==> src/logic/tcm_pkg.sv <==
//================================================
// TCM subsystem shared widths, bank indices and
// address region codes
//================================================
package tcm_pkg;

   // Core word and lane sizes
   localparam int DATA_W    = 32;
   localparam int BYTESEL_W = 4;
   localparam int LANE_W    = DATA_W / BYTESEL_W;

   // Byte address bits decoded inside one bank
   localparam int ADDR_W     = 12;
   // Word index drops the byte offset
   localparam int WORD_LSB   = $clog2(BYTESEL_W);
   localparam int WORD_AW    = ADDR_W - WORD_LSB;
   localparam int BANK_DEPTH = 1 << WORD_AW;

   // Bank count and select width
   localparam int NUM_BANKS  = 2;
   localparam int BANK_SEL_W = $clog2(NUM_BANKS);

   // Bank indices
   localparam logic [BANK_SEL_W-1:0] BANK_CODE = 1'b0;
   localparam logic [BANK_SEL_W-1:0] BANK_DATA = 1'b1;

   // Region field at the top of the address
   localparam int REGION_W   = 4;
   localparam int REGION_LSB = DATA_W - REGION_W;

   // Region codes
   localparam logic [REGION_W-1:0] REGION_CODE = 4'h0;
   localparam logic [REGION_W-1:0] REGION_DATA = 4'h2;

endpackage

==> src/logic/tcm_request_router.sv <==
//================================================
// TCM request router: region decode, data-first
// arbitration and steering of requests to banks
//================================================
`timescale 1ns/1ps

module tcm_request_router (
   // Code port, read only
   input  logic [tcm_pkg::DATA_W-1:0]                             code_addr,
   input  logic                                                   code_req,
   // Data port
   input  logic [tcm_pkg::DATA_W-1:0]                             data_addr,
   input  logic [tcm_pkg::DATA_W-1:0]                             data_wdata,
   input  logic [tcm_pkg::BYTESEL_W-1:0]                          data_bytesel,
   input  logic                                                   data_req,
   // Bank side
   input  logic [tcm_pkg::NUM_BANKS-1:0]                          bank_ready_nxt,
   output logic [tcm_pkg::NUM_BANKS-1:0]                          bank_en,
   output logic [tcm_pkg::NUM_BANKS-1:0][tcm_pkg::ADDR_W-1:0]     bank_addr,
   output logic [tcm_pkg::NUM_BANKS-1:0][tcm_pkg::DATA_W-1:0]     bank_din,
   output logic [tcm_pkg::NUM_BANKS-1:0][tcm_pkg::BYTESEL_W-1:0]  bank_bytesel,
   // To response router and core
   output logic                                                   code_early_ready,
   output logic                                                   data_early_ready,
   output logic [tcm_pkg::BANK_SEL_W-1:0]                         code_bank_sel,
   output logic [tcm_pkg::BANK_SEL_W-1:0]                         data_bank_sel
);

   import tcm_pkg::*;

   // Decoded requests per port
   logic                  code_ok;
   logic                  data_ok;
   logic [BANK_SEL_W-1:0] code_bank;
   logic [BANK_SEL_W-1:0] data_bank;
   // Both ports on one bank
   logic                  conflict;

   // Code port region decode
   always_comb begin
      code_ok   = 1'b0;
      code_bank = BANK_CODE;
      case (code_addr[DATA_W-1:REGION_LSB])
         REGION_CODE: begin
            code_ok   = code_req;
            code_bank = BANK_CODE;
         end
         REGION_DATA: begin
            code_ok   = code_req;
            code_bank = BANK_DATA;
         end
         // Unmapped region never gets a bank
         default: begin
            code_ok = 1'b0;
         end
      endcase
   end

   // Data port region decode
   always_comb begin
      data_ok   = 1'b0;
      data_bank = BANK_DATA;
      case (data_addr[DATA_W-1:REGION_LSB])
         REGION_CODE: begin
            data_ok   = data_req;
            data_bank = BANK_CODE;
         end
         REGION_DATA: begin
            data_ok   = data_req;
            data_bank = BANK_DATA;
         end
         default: begin
            data_ok = 1'b0;
         end
      endcase
   end

   // Same bank wanted by both, data port wins
   assign conflict = code_ok & data_ok & (code_bank == data_bank);

   // Steer the winner onto each bank
   always_comb begin
      for (int b = 0; b < NUM_BANKS; b++) begin
         bank_en[b]      = 1'b0;
         bank_addr[b]    = '0;
         bank_din[b]     = '0;
         bank_bytesel[b] = '0;
         if (data_ok && (data_bank == BANK_SEL_W'(b))) begin
            bank_en[b]      = 1'b1;
            bank_addr[b]    = data_addr[ADDR_W-1:0];
            bank_din[b]     = data_wdata;
            bank_bytesel[b] = data_bytesel;
         end else if (code_ok && (code_bank == BANK_SEL_W'(b))) begin
            // Fetch only, no lanes written
            bank_en[b]   = 1'b1;
            bank_addr[b] = code_addr[ADDR_W-1:0];
         end
      end
   end

   // Early ready from the granted bank
   assign data_early_ready = data_ok & bank_ready_nxt[data_bank];
   // Code port stalls while losing the bank
   assign code_early_ready = code_ok & ~conflict & bank_ready_nxt[code_bank];

   // Bank each port is steered to this cycle
   assign code_bank_sel = code_bank;
   assign data_bank_sel = data_bank;

endmodule

==> config.mk <==
export PLATFORM = sky130hd
export DESIGN_NAME = tcm_request_router
export DESIGN_NICKNAME = d
export VERILOG_FILES = /design/src/logic/tcm_pkg.sv /design/src/logic/tcm_request_router.sv
export SDC_FILE = /design/constraint.sdc
export NUM_CORES = 1
export LEC_CHECK = 0
export ABC_AREA = 1
export BUFFER_PORTS_ARGS = -buffer_cell sky130_fd_sc_hd__clkbuf_2
export CAP_MARGIN = 20
export CORE_AREA = 2 2 81 83
export DETAILED_ROUTE_END_ITERATION = 8
export DIE_AREA = 0 0 83 85
export PLACE_DENSITY = 0.62
export SLEW_MARGIN = 10
export SYNTH_ARGS = -nofsm -noshare
export SYNTH_HDL_FRONTEND = slang
export SYNTH_SLANG_ARGS = --single-unit
export TNS_END_PERCENT = 5
==> constraint.sdc <==
create_clock -name vclk -period 0.8
set_clock_uncertainty 0.05 [all_clocks]
set_input_delay 0.04 -clock vclk [all_inputs]
set_output_delay 0.04 -clock vclk [all_outputs]
set_load 0.02 [all_outputs]
Word-level counts from Yosys, hierarchy flattened
Index checks and enable logic that the tools add are counted.
{ "word_totals": {"reg_bits": 0, "word_cells": 40, "out_inout_bits": 102, "in_bits": 104} }
{ "classes": {"reduce_logical": 8, "eq_ne": 3, "n_lt_le_gt_ge": 2, "muxes": 20, "n_bitwise": 7} }
{ "ops": {"columns": ["cell", "n"], "rows": [
  ["32-bit two-way mux", 2],
  ["12-bit two-way mux", 4],
  ["1-bit two-way mux", 12],
  ["4-bit by 2-bit == test with 1-bit output, second input constant", 2],
  ["4-bit logical NOT", 2],
  ["4-bit two-way mux", 2],
  ["1-bit AND", 5],
  ["1-bit logical AND", 4],
  ["1-bit by 2-bit < comparator with 1-bit output, second input constant", 2],
  ["2-bit OR reduction", 2],
  ["1-bit inverter", 2],
  ["1-bit == test", 1]
]} }

Longest topological paths before layout
{ "depth": {"depth_word": 8, "mapped_depth": 8, "depth_no_buf": 7} }

Worst setup path before layout
OpenSTA, ideal clock, no wires.
{ "synth_timing": {"path_kind": "input -> output", "from": "input port code_addr[28] in the netlist's numbering", "to": "output port bank_addr[4] in the netlist's numbering", "n_path_buf": 1, "arrival_ps": 1029, "cell_stages": 6, "t_required_ps": 710, "setup_slack_ps": -319, "cell_sequence": "inv_1 -> nand2_1 -> nor2_2 -> buf_4 -> nand3_1 -> o21ai_0"} }
{ "synth_lines": {"columns": ["element", "line", "source"], "rows": [
  ["from (decl)", "tcm_request_router.sv:9", "input logic [tcm_pkg::DATA_W-1:0] code_addr,"],
  ["to (decl)", "tcm_request_router.sv:19", "output logic [tcm_pkg::NUM_BANKS-1:0][tcm_pkg::ADDR_W-1:0] bank_addr,"]
]} }

==> parameters.txt <==
Parameter                              Value

Synthesis
  Share of the synthesized area in the top cell type    22.9%
  Synthesized area divided by synthesized cell count    4.71 um2
  Sequential share of the synthesized area    0%
  Number of synthesis warnings    0
  Commonest cells in the netlist    sky130_fd_sc_hd__nor2_1, sky130_fd_sc_hd__nand2_1, sky130_fd_sc_hd__inv_1
  Post-synthesis cell count    236
  Cell types with the largest area share after synthesis    sky130_fd_sc_hd__nor2_1, sky130_fd_sc_hd__nand2_1, sky130_fd_sc_hd__inv_1
  Cell taking the most area after synthesis    sky130_fd_sc_hd__nor2_1
  Cell area after synthesis    1110 um2
  Most common cell in the netlist    sky130_fd_sc_hd__nor2_1
  Net Count, Synth    340
  Count of cell types in the netlist    17

Placement
  Buffers on Ports    174
  Half-perimeter wire length after detailed placement    4290 um
  Post-Place Cell Area    2250 um2
  Final weighted congestion in routability-driven placement    0.865

Setup path
  Crit path capture type    output port
  Maximum cell stage delay along the critical path    0.18 ns
  CP max stage cell    sky130_fd_sc_hd__buf_12
  Critical path's most frequent cell    sky130_fd_sc_hd__nor2_4
  Startpoint kind of the worst setup timing path    input port
  Required time at the worst-slack endpoint    0.71 ns
  Maximum fanout encountered on the critical timing path    32
  Crit path kind    input port to output port
  Cell breakdown of the critical path    clkbuf_2 > nor2_4 > nand3_2 > nor2_4 > inv_2 > buf_12 > nor2_2 > clkbuf_8
  Data arrival time of the critical path    1.04 ns

Timing
  Max Transition Viols Final    0
  Final hold vios    0
  Post-route fraction of the period consumed by the critical path    141%
  Final setup vio count    100
  Max-Slew Margin vs Limit    86.3%
  Final worst hold slack    0.353 ns
  Actual slew at the worst max-slew pin    0.205 ns
  Final critical delay including setup and external delays    1.13 ns
  Worst-case setup margin in the final layout    -0.328 ns
  RSZ-0062 raised after global routing    true
  Highest achievable clock rate    886 MHz

Min path
  Path type of the worst min-delay path    input port to output port

Floorplanning
  Number of rows created at floorplan    29
  DIE AREA    7060 um2
  Core area    6200 um2
  Number of I/O pins    206
  Horizontal die dimension    83 um
  Initial standard-cell utilization of the core    17.9%
  Floorplan die height    85 um

Cells and area
  Proportion of layout cells with a drive suffix above 1    64.3%
  Net count, final    520
  Final std cell area, no fill    2870 um2
  Total area of sequential cells    0 um2
  Layout clock buffer count    0
  Layout area overhead    158%
  Total of fill cells in the finished design    646
  Final sequential cell count    0
  Total inserted antenna cells    0

Power and ir drop
  Net switching power    0.414 mW
  Tot Pwr    0.742 mW
  Sequential Power Share    0%
  Clock network fraction of design power    0%
  Leakage power total    1.64 nW
  Internal cell power    0.329 mW
  Peak ir drop on the vdd network    0.169 mV
  Fraction of power consumed by combinational cells    100.0%
  Fraction of power spent switching nets    55.7%
  PD cells    259 nW/um2

Run status
  Status    finished, violations left
  Violated checks    negative setup slack

GRT
  Global routing usage summed across all routing layers    14.4%
  Initial antenna violation count    0
  Vias in the first global route    1933
  Wire length of the first global-routing pass    8750 um
  Total overflow reported by the global router    0
  Largest net degree at the start of global routing    33

Route
  Residual DRC count    0
  Initial drt markers    55
  Post-Route WL    5620 um
  Drt first pass iters    5
  Via density per instance    4.22
  Remaining antenna violation count    0
  Avg WL per Cell    11.4 um
  Overall via count from detail_route    2074

Job
  Maximum capacitance violations    0
[cell type report]
cell class / instances / area [um2] / area share [%]
repair buffers: 192 / 1610 / 56.0
well taps: 77 / 96.3 / 3.36
inverters: 48 / 183 / 6.37
multi-input cells: 174 / 982 / 34.2
[worst max-delay path: cells and delay by family]
family	cells	cell delay, ns
buf+inv	4	0.51
simple gates	4	0.49
[repair_timing]
item / in CTS / in global routing
hold buffers: 0 / 0
setup buffers: 0 / 0
setup endpoints to repair: 101 / 102
pin swaps: 0 / 1
resized for setup: 143 / 83
[per-stage QoR]
step	setup WS [ns]	utilization (%)	setup TNS (ns)	std cells
after global routing	-0.407	46.2	-35.36	491
after CTS	-0.365	44.9	-28.31	491
after global placement	-0.361	36.2	-30.64	491
after floorplan	-0.158	-	-11.29	236
after detailed placement	-0.384	36.2	-32.21	491
final	-0.328	46.2	-26.57	491
[per-layer routing]
layer	vias to the layer above	global-route usage, %	part of all wire (%)
met5	-	0	0
met4	0	0.298	0
met3	0	2.04	6.8
met2	96	29.4	57
met1	932	16.5	36
li1	1046	-	-
[final timing paths]
kind / to / start / cells past startpoint
worst max-delay path: bank_din[8] / data_addr[31] / 8
worst min-delay path: bank_addr[6] / data_addr[6] / 4
[cells in the final DEF (no fill, tap or decap), types with 2 or more instances in the layout]
| cell type | count |
|---|---|
| sky130_fd_sc_hd__clkbuf_2 | 85 |
| sky130_fd_sc_hd__buf_4 | 51 |
| sky130_fd_sc_hd__nand2_1 | 43 |
| sky130_fd_sc_hd__inv_1 | 41 |
| sky130_fd_sc_hd__nor2_2 | 40 |
| sky130_fd_sc_hd__clkbuf_8 | 32 |
| sky130_fd_sc_hd__nor2_1 | 27 |
| sky130_fd_sc_hd__nand3_1 | 25 |
| sky130_fd_sc_hd__nor2_4 | 16 |
| sky130_fd_sc_hd__buf_8 | 12 |
| sky130_fd_sc_hd__o21ai_1 | 9 |
| sky130_fd_sc_hd__buf_6 | 7 |
| sky130_fd_sc_hd__inv_2 | 6 |
| sky130_fd_sc_hd__nand2_2 | 5 |
| sky130_fd_sc_hd__buf_12 | 5 |
| sky130_fd_sc_hd__o21ai_2 | 2 |
| sky130_fd_sc_hd__o21ai_0 | 2 |
[power groups by stage]
stage	sequential [mW]	clock, mW	combinational [mW]
3_5_place_dp	0	0	0.648
6_report	0	0	0.742
5_1_grt	0	0	0.806
2_1_floorplan	0	0	0.327
4_1_cts	0	0	0.714
3_3_place_gp	0	0	0.638
[logic make-up (layout without fill, tap and decap cells)]
group           Yosys count  in the layout  share of synthesized area [%]
simple gates            159            159                           66.6
buf+inv                  62            240                           26.7
compound gates           15             15                           6.75
Power figures use the tool's default switching activity.
