$ cat src/logic/tcm_pkg.sv
//================================================
// TCM subsystem shared widths, bank indices and
// address region codes
//================================================
package tcm_pkg;

   // Core word and lane sizes
   localparam int DATA_W    = 32;
   localparam int BYTESEL_W = 4;
   localparam int LANE_W    = DATA_W / BYTESEL_W;

   // Byte address bits decoded inside one bank
   localparam int ADDR_W     = 12;
   // Word index drops the byte offset
   localparam int WORD_LSB   = $clog2(BYTESEL_W);
   localparam int WORD_AW    = ADDR_W - WORD_LSB;
   localparam int BANK_DEPTH = 1 << WORD_AW;

   // Bank count and select width
   localparam int NUM_BANKS  = 2;
   localparam int BANK_SEL_W = $clog2(NUM_BANKS);

   // Bank indices
   localparam logic [BANK_SEL_W-1:0] BANK_CODE = 1'b0;
   localparam logic [BANK_SEL_W-1:0] BANK_DATA = 1'b1;

   // Region field at the top of the address
   localparam int REGION_W   = 4;
   localparam int REGION_LSB = DATA_W - REGION_W;

   // Region codes
   localparam logic [REGION_W-1:0] REGION_CODE = 4'h0;
   localparam logic [REGION_W-1:0] REGION_DATA = 4'h2;

endpackage

$ cat src/logic/tcm_response_router.sv
//================================================
// TCM response router, registers grants and
// returns bank read data to each core port
//================================================
`timescale 1ns/1ps

module tcm_response_router (
   input  logic                                               clk,
   input  logic                                               rst_n,
   // Registered read words from the banks
   input  logic [tcm_pkg::NUM_BANKS-1:0][tcm_pkg::DATA_W-1:0] bank_dout,
   // Grants from the request router
   input  logic                                               code_early_ready,
   input  logic                                               data_early_ready,
   input  logic [tcm_pkg::BANK_SEL_W-1:0]                     code_bank_sel,
   input  logic [tcm_pkg::BANK_SEL_W-1:0]                     data_bank_sel,
   // Core side responses
   output logic                                               code_ready_r,
   output logic                                               data_ready_r,
   output logic [tcm_pkg::DATA_W-1:0]                         code_rdata,
   output logic [tcm_pkg::DATA_W-1:0]                         data_rdata
);

   import tcm_pkg::*;

   // Bank that served each port last cycle
   logic [BANK_SEL_W-1:0] code_sel_r;
   logic [BANK_SEL_W-1:0] data_sel_r;

   // Grants follow the bank read by one cycle
   always_ff @(posedge clk or negedge rst_n) begin
      if (!rst_n) begin
         code_ready_r <= 1'b0;
         data_ready_r <= 1'b0;
         // Each port on its own bank
         code_sel_r   <= BANK_CODE;
         data_sel_r   <= BANK_DATA;
      end else begin
         code_ready_r <= code_early_ready;
         data_ready_r <= data_early_ready;
         code_sel_r   <= code_bank_sel;
         data_sel_r   <= data_bank_sel;
      end
   end

   // Muxed after the edge, covers the crossed case
   assign code_rdata = bank_dout[code_sel_r];
   assign data_rdata = bank_dout[data_sel_r];

endmodule

$ cat config.mk
export PLATFORM = sky130hd
export DESIGN_NAME = tcm_response_router
export DESIGN_NICKNAME = d
export VERILOG_FILES = /design/src/logic/tcm_pkg.sv /design/src/logic/tcm_response_router.sv
export SDC_FILE = /design/constraint.sdc
export NUM_CORES = 1
export LEC_CHECK = 0
export BUFFER_PORTS_ARGS = -buffer_cell sky130_fd_sc_hd__buf_2
export CORE_MARGIN = 5
export CORE_UTILIZATION = 34
export DETAILED_ROUTE_END_ITERATION = 7
export PLACE_DENSITY = 0.87
export SYNTH_ARGS = -nofsm -noshare
export SYNTH_HDL_FRONTEND = slang
export SYNTH_SLANG_ARGS = --single-unit
export TNS_END_PERCENT = 50
$ cat constraint.sdc
create_clock -name clk -period 1.45 [get_ports clk]
set_clock_uncertainty 0.05 [all_clocks]
set_input_delay 0.0725 -clock clk [delete_from_list [all_inputs] [get_ports clk]]
set_output_delay 0.0725 -clock clk [all_outputs]
set_load 0.02 [all_outputs]
# Yosys cells after proc, flatten, opt, wreduce, memory -nomap -nowiden
# Index checks and enable logic that the tools add are counted.
# op_classes
n_lt_le_gt_ge	2
mux	4
# ops
cell	count
$mux 32	4
$lt 1x2->1 const B	2
# word_totals
register_bits	4
input_bits	70
out_inout_bits	66
wordCells	10

# Longest topological paths before layout
# Gate-level depths: netlist of run 1.
# logic_depth
ltp_word	2
mapped_depth	3

# Least setup slack after synthesis of run 1
# Ideal clock, no wire load.
# synth_timing
path_kind	reg2out
startpoint	register data_sel_r
endpoint	output port data_rdata[10] in the netlist's numbering
arrival_time_ns	1.103
setup_slack_ns	0.224
path_stages_with_launch	4
path_cell_list	dfstp_2 > buf_6 > buf_12 > mux2_4
# synth_between
elab_chain_cells	2
# synth_lines
element	line_no	text
start: declaration	tcm_response_router.sv:28	logic [BANK_SEL_W-1:0] data_sel_r;
start signal: assignment	tcm_response_router.sv:42	data_sel_r <= data_bank_sel;
$mux 32 (not written as such) (2 in a row)	tcm_response_router.sv:48	assign data_rdata = bank_dout[data_sel_r];
end: declaration	tcm_response_router.sv:21	output logic [tcm_pkg::DATA_W-1:0] data_rdata
# Every way passes these cells. The select of a mux whose other input is x is not followed.

# Final worst setup path of run 1
# layout_timing
startpoint	register data_sel_r
endpoint	output port data_rdata[27] in the netlist's numbering
# Same word-level chain as after synthesis.

==> out/results.txt, run 1 <==
Worst setup SP type = flop
Die ar. = 4783 um2
Max-cap violation count = 0
Synth warn = 0
I/O pins = 136
I/O Buffers = 135
Vias per cell = 4.645
Period Utilization, post-route = 113.9%
VDD IR max = 446.3 uV
CP endpoint kind = output port
Synth Cell Area = 1190 um2
Bufs on Longest Clock Path = 2
Power per Cell Area = 533.6 nW/um2
Clk sinks = 4
WL final = 4308 um
Pleak = 1.265 nW
DIE HEIGHT = 69.16 um
Pre-CTS setup slack = 0.04591 ns
Setup CP Type = flop to output port
Die width = 69.16 um
Final Hold Fails = 0
RSZ-0062 raised after global routing = true
Via count = 1231
Core area = 3363 um2
Layout cells sized above 1 = 96.35%
Avg WL per Cell = 16.26 um
Synth unique cells = 6
Largest net degree at the start of global routing = 21
CTS tree = yes
Total track usage = 15.21%
Actual slew at the worst max-slew pin = 0.1602 ns
Seq cells post-synth = 4
Worst hold path class = primary input to async pin
Commonest non-fill, non-tap cell in the layout = buf_2
CTS root buf = clkbuf_4
Syn_nets = 146
Vias in the first global route = 1394
TritonRoute pass-1 iters = 3
Clock-pin transition on the worst setup and hold timing paths = 0.04 ns
# setup viols final = 35
# rows = 21
Slew headroom = 89.32%
# DRC = 0
First-pass GRT wire length = 6078 um
Post-route ant nets = 0
TNS Setup = -5.258 ns
Fillers = 285
Initial antenna violation count = 0
Commonest non-fill, non-tap cells in the layout = buf_2, mux2_4, buf_6
Placer Congestion = 0.7835
Reg area = 102.6 um2
Required @ worst endpoint = 1.33 ns
Post-route setup slack = -0.2013 ns
Non-filler cells, final = 265
CP max FO = 6
Status = finished, violations left
Final Max Tran Viols = 0
Layout area overhead = 86.01%
Fmax = 605.6 MHz
HPWL Detailed = 3280 um
Area taken by multi-input logic gates = 953.4 um2
Initial DRC count = 21
GRT overflow = 0
Failing checks = setup timing
Min Tclk post-route = 1.651 ns
Initial Utilization = 35.38%
Cell count after synthesis = 76
Cts bufs inserted = 3
Diode count = 0
H-tree Lvls = 1
Post-synthesis sequential area ratio = 8.517%
Overall power = 1.181 mW
Layout Nets = 290
Placed Cells = 253
CP Data Arrival Time = 1.53 ns
Syn avg cell area = 15.66 um2
## worst max-delay path: stages, from the launching register on
cell and delay [ns]:
dfstp_2 0.58, buf_4 0.14, buf_12 0.12, mux2_4 0.29, buf_2 0.16
## cells in the mapped netlist (all sizes together)
cell,n,share of area (%)
dfstp,1,2.2
dfrtp,3,6.3
mux2,64,79
buf,8,12
## area by class of cell
cell class	count	share of cell area [%]
timing repair buffer	147	48.50
multi-input combinational	64	43.08
sequential	4	4.635
tap	46	2.600
clock buffer	4	1.187
## per-layer routing
metal	GRT usage, %	vias to the layer above	share of wire, %
met5	0	-	0
met4	6.074	0	1.3
met3	4.651	7	8.7
met2	32.94	64	61
met1	11.82	586	29
li1	-	574	-
## state kept, by name, indices dropped and copies added (netlist names)
name	cells
data_sel_r	1
code_sel_r	1
data_ready_r	1
code_ready_r	1
## power breakdown
group	switching (mW)	internal (mW)	total, mW
Sequential	0.00548	0.119	0.125
Combinational	0.399	0.498	0.897
Clock	0.0554	0.104	0.159
Total	0.460	0.721	1.18
## how the worst max path moves through the flow
| stage | from | endpoint |
|---|---|---|
| after floorplan | data_sel_r | data_rdata[10] |
| after global placement | data_sel_r | data_rdata[17] |
| after detailed placement | data_sel_r | data_rdata[7] |
| after CTS | data_sel_r | data_rdata[9] |
| after global routing | data_sel_r | data_rdata[29] |
| final | data_sel_r | data_rdata[27] |
## cell families after synthesis
group / synth area share [%]
buf+inv: 11.99
flops: 8.518
mux: 79.49
## per-stage QoR
stage	util, %	hold slack [ns]	cell area, um2
after floorplan	-	-0.2731	1190
after global placement	55.36	-0.1745	1862
after detailed placement	55.36	-0.1724	1862
after CTS	61.90	0.09209	2082
after global routing	65.81	0.1024	2213
final	65.81	0.1003	2213
## timing repair
action	CTS	global route
setup endpoints to repair	52	52
resized for setup	46	29
cloned	0	1
buffers inserted	0	2
endpoints found under the hold margin	8	0
hold buffers	5	0
Power figures use the tool's default switching activity.
==> inputs of run 2 (changes only) <==
--- a/config.mk
+++ b/config.mk
@@ -5,7 +5,7 @@
 export SDC_FILE = /design/constraint.sdc
 export NUM_CORES = 1
 export LEC_CHECK = 0
-export BUFFER_PORTS_ARGS = -buffer_cell sky130_fd_sc_hd__buf_2
+export BUFFER_PORTS_ARGS = -buffer_cell sky130_fd_sc_hd__buf_4
 export CORE_MARGIN = 5
 export CORE_UTILIZATION = 34
 export DETAILED_ROUTE_END_ITERATION = 7
==> out/results.txt, run 2 (synthesis results as in run 1) <==
Status = finished, violations left
Failing checks = setup timing
CTS tree = yes
Actual slew at the worst max-slew pin = 0.1573 ns
WL final = 4654 um
Clock-pin transition on the worst setup and hold timing paths = 0.04 ns
Worst setup SP type = flop
Worst-path cell chain = buf_12 > mux2_4 > buf_6
Pleak = 1.348 nW
Clk sinks = 4
Slew headroom = 89.51%
Avg WL per Cell = 17.70 um
Initial DRC count = 22
VDD IR max = 464.1 uV
Post-route setup slack = -0.1487 ns
CP max FO = 19
Vias per cell = 4.681
Layout cells sized above 1 = 96.31%
# setup viols final = 32
Min Tclk post-route = 1.599 ns
Final Max Tran Viols = 0
Clk network pwr share = 12.6%
GRT overflow = 0
Layout Nets = 288
Commonest non-fill, non-tap cells in the layout = buf_4, mux2_4, buf_6
I/O pins = 136
Sequential power share = 9.7%
Switching share of power = 36.84%
TritonRoute pass-1 iters = 4
Initial antenna violation count = 0
Cts bufs inserted = 3
I/O Buffers = 135
WHS = 0.1031 ns
Core area = 3363 um2
CP peak stage delay = 0.57 ns
Largest net degree at the start of global routing = 20
# DRC = 0
Die width = 69.16 um
Power per Cell Area = 522.8 nW/um2
Commonest non-fill, non-tap cell in the layout = buf_4
Diode count = 0
Max-cap violation count = 0
Total track usage = 16.80%
Initial Utilization = 35.38%
Setup CP Type = flop to output port
Psw = 0.4763 mW
HPWL Detailed = 3519 um
Period Utilization, post-route = 110.3%
Util after Layout = 73.55%
CP endpoint kind = output port
Fmax = 625.5 MHz
Vias in the first global route = 1424
Worst hold path class = primary input to async pin
Post-route ant nets = 0
CP Data Arrival Time = 1.48 ns
Logic pwr share = 77.7%
Placer Congestion = 0.7532
RSZ-0062 raised after global routing = true
CTS root buf = clkbuf_4
Overall power = 1.293 mW
Die ar. = 4783 um2
Internal power = 0.8168 mW
Required @ worst endpoint = 1.33 ns
Slowest cell on crit path = dfstp_2
Fillers = 264
Via count = 1231
DIE HEIGHT = 69.16 um
First-pass GRT wire length = 6699 um
Final Hold Fails = 0
Bufs on Longest Clock Path = 2
Layout area overhead = 107.9%
# rows = 21
H-tree Lvls = 1
[run 2: layout make-up]
class                           count  area, um2  share of cell area [%]
Sequential cell                     4      102.6                   4.148
Multi-Input combinational cell     64      953.4                   38.54
Tap cell                           46      57.56                   2.327
Clock buffer                        4      26.28                   1.062
Timing Repair Buffer              145       1334                   53.92
[run 2: layer usage]
| layer | track usage (%) | wire length, um |
|---|---|---|
| met1 | 14.94 | 1454 |
| met2 | 35.70 | 2780 |
| met3 | 4.651 | 351 |
| met4 | 4.121 | 68 |
| met5 | 0 | 0 |
[run 2: timing repair]
action / 4_1_cts / 5_1_grt
hold buffers: 5 / 0
pin swaps: 0 / 0
buffers inserted: 0 / 0
endpoints found under the setup margin: 34 / 64
hold endpoints to repair: 8 / 0
resized for setup: 22 / 32
cloned: 0 / 0
[run 2: critical path: cells and delay by family, from the launching register on]
kind | cells | cell delay [ns]
multiplexers | 1 | 0.33
flip-flops | 1 | 0.57
buffers and inverters | 2 | 0.33
[run 2: through the flow]
stage	instance area [um2]	TNS, ns	worst slack [ns]	instances
5_1_grt	2474	-6.040	-0.1943	263
4_1_cts	2354	-4.470	-0.1514	263
3_5_place_dp	2195	0	0.07032	254
2_1_floorplan	1190	0	0.2241	76
6_report	2474	-4.308	-0.1487	263
3_3_place_gp	2195	0	0.09073	254
[run 2: worst max path at each step]
| stage | cells after the start | endpoint | startpoint |
|---|---|---|---|
| 3_3_place_gp | 3 | data_rdata[26] | data_sel_r |
| 2_1_floorplan | 3 | data_rdata[10] | data_sel_r |
| 6_report | 3 | data_rdata[17] | data_sel_r |
| 4_1_cts | 3 | data_rdata[18] | data_sel_r |
| 3_5_place_dp | 3 | data_rdata[29] | data_sel_r |
| 5_1_grt | 3 | data_rdata[9] | data_sel_r |
[run 2: power groups by stage]
stage	logic (mW)	registers, mW	clock network (mW)
global placement	0.882	0.126	0
global route	1.05	0.126	0.181
floorplan	0.512	0.126	0
finish	1.00	0.125	0.163
CTS	0.946	0.125	0.166
detailed placement	0.897	0.126	0
==> inputs of run 3 (changes only) <==
--- a/config.mk
+++ b/config.mk
@@ -10,6 +10,7 @@
 export CORE_UTILIZATION = 34
 export DETAILED_ROUTE_END_ITERATION = 7
 export PLACE_DENSITY = 0.87
+export RECOVER_POWER = 25
 export SYNTH_ARGS = -nofsm -noshare
 export SYNTH_HDL_FRONTEND = slang
 export SYNTH_SLANG_ARGS = --single-unit
==> out/results.txt, run 3 (synthesis results as in run 1) <==
Required @ worst endpoint = 1.33 ns
CP delay by family, top = flip-flops
Cts bufs inserted = 3
Post-route setup slack = -0.1487 ns
# setup viols final = 32
CP Data Arrival Time = 1.48 ns
Sequential power share = 9.7%
Worst-path cell chain = buf_12 > mux2_4 > buf_6
Final Max Tran Viols = 0
Via count = 1232
Initial DRC count = 22
Largest net degree at the start of global routing = 20
CP bufs+invs = 2
DIE HEIGHT = 69.16 um
Switching share of power = 36.87%
Clock-pin transition on the worst setup and hold timing paths = 0.04 ns
Slowest cell on crit path = dfstp_2
Pleak = 1.345 nW
Failing checks = setup timing
Worst setup SP type = flop
H-tree Lvls = 1
Initial antenna violation count = 0
Diode count = 0
Fmax = 625.5 MHz
# DRC = 0
TritonRoute pass-1 iters = 4
First-pass GRT wire length = 6699 um
Non-filler cells, final = 263
Placed Cells = 254
Period Utilization, post-route = 110.3%
CP peak stage delay = 0.57 ns
Max-cap violation count = 0
Vias per cell = 4.684
Post-route ant nets = 0
GRT overflow = 0
Placer Congestion = 0.7532
Setup CP Type = flop to output port
Final Hold Fails = 0
CTS tree = yes
Commonest non-fill, non-tap cell in the layout = buf_4
Clk sinks = 4
Logic pwr share = 77.7%
Layout cells sized above 1 = 95.85%
Commonest non-fill, non-tap cells in the layout = buf_4, mux2_4, buf_6
Reg area = 102.6 um2
Worst hold path class = primary input to async pin
I/O pins = 136
RSZ-0062 raised after global routing = true
Layout area overhead = 107.6%
Core area = 3363 um2
Internal power = 0.8156 mW
Status = finished, violations left
Util after Layout = 73.44%
Power per Cell Area = 523.1 nW/um2
HPWL Detailed = 3519 um
Bufs on Longest Clock Path = 2
Psw = 0.4763 mW
Die width = 69.16 um
Avg WL per Cell = 17.70 um
# rows = 21
CP endpoint kind = output port
CTS root buf = clkbuf_4
Fillers = 266
Pre-CTS setup slack = 0.07032 ns
CP max FO = 19
Actual slew at the worst max-slew pin = 0.2266 ns
Clk network pwr share = 12.6%
Area taken by multi-input logic gates = 953.4 um2
Vias in the first global route = 1424
Total track usage = 16.80%
VDD IR max = 464.1 uV
Initial Utilization = 35.38%
Slew headroom = 84.89%
Die ar. = 4783 um2
Min Tclk post-route = 1.599 ns
Layout Nets = 288
I/O Buffers = 135
WL final = 4655 um
run 3: cell types whose count changed in the layout (fill, tap and decap cells not counted):
cell / before / now
clkbuf_1: 1 / 2
buf_4: 85 / 84
run 3: cell type report:
type	count	area share [%]
Multi-Input combinational cell	64	38.60
Sequential cell	4	4.154
Clock buffer	4	1.064
Tap cell	46	2.330
Timing Repair Buffer	145	53.85
run 3: per-layer routing:
metal	global-route usage [%]	routed length (um)
met1	14.94	1457
met2	35.70	2779
met5	0	0
met4	4.121	68
met3	4.651	351
run 3: power groups by stage:
stage          Combinational (mW)  Clock (mW)  Sequential [mW]
4_1_cts                     0.946       0.166            0.125
3_3_place_gp                0.882           0            0.126
2_1_floorplan               0.512           0            0.126
6_report                     1.00       0.163            0.125
5_1_grt                      1.05       0.181            0.126
3_5_place_dp                0.897           0            0.126
run 3: how the worst max path moves through the flow:
stage	startpoint	depth (start not counted)	endpoint	slack, ns
final	data_sel_r	3	data_rdata[17]	-0.15
after global routing	data_sel_r	3	data_rdata[9]	-0.19
after CTS	data_sel_r	3	data_rdata[18]	-0.15
after detailed placement	data_sel_r	3	data_rdata[29]	0.07
after global placement	data_sel_r	3	data_rdata[26]	0.09
after floorplan	data_sel_r	3	data_rdata[10]	0.22
run 3: what timing repair did:
action	CTS	global route
hold endpoints to repair	8	0
hold buffers	5	0
endpoints found under the setup margin	34	64
setup buffers	0	0
resized for setup	22	32
run 3: per-stage QoR:
stage / cell area (um2) / power [mW] / setup TNS [ns] / hold WS, ns
floorplan: 1190 / 0.6377 / 0 / -0.2731
global placement: 2195 / 1.007 / 0 / -0.1818
finish: 2470 / 1.292 / -4.308 / 0.1376
CTS: 2354 / 1.237 / -4.470 / 0.1059
detailed placement: 2195 / 1.023 / 0 / -0.1783
global route: 2470 / 1.355 / -6.040 / 0.1568
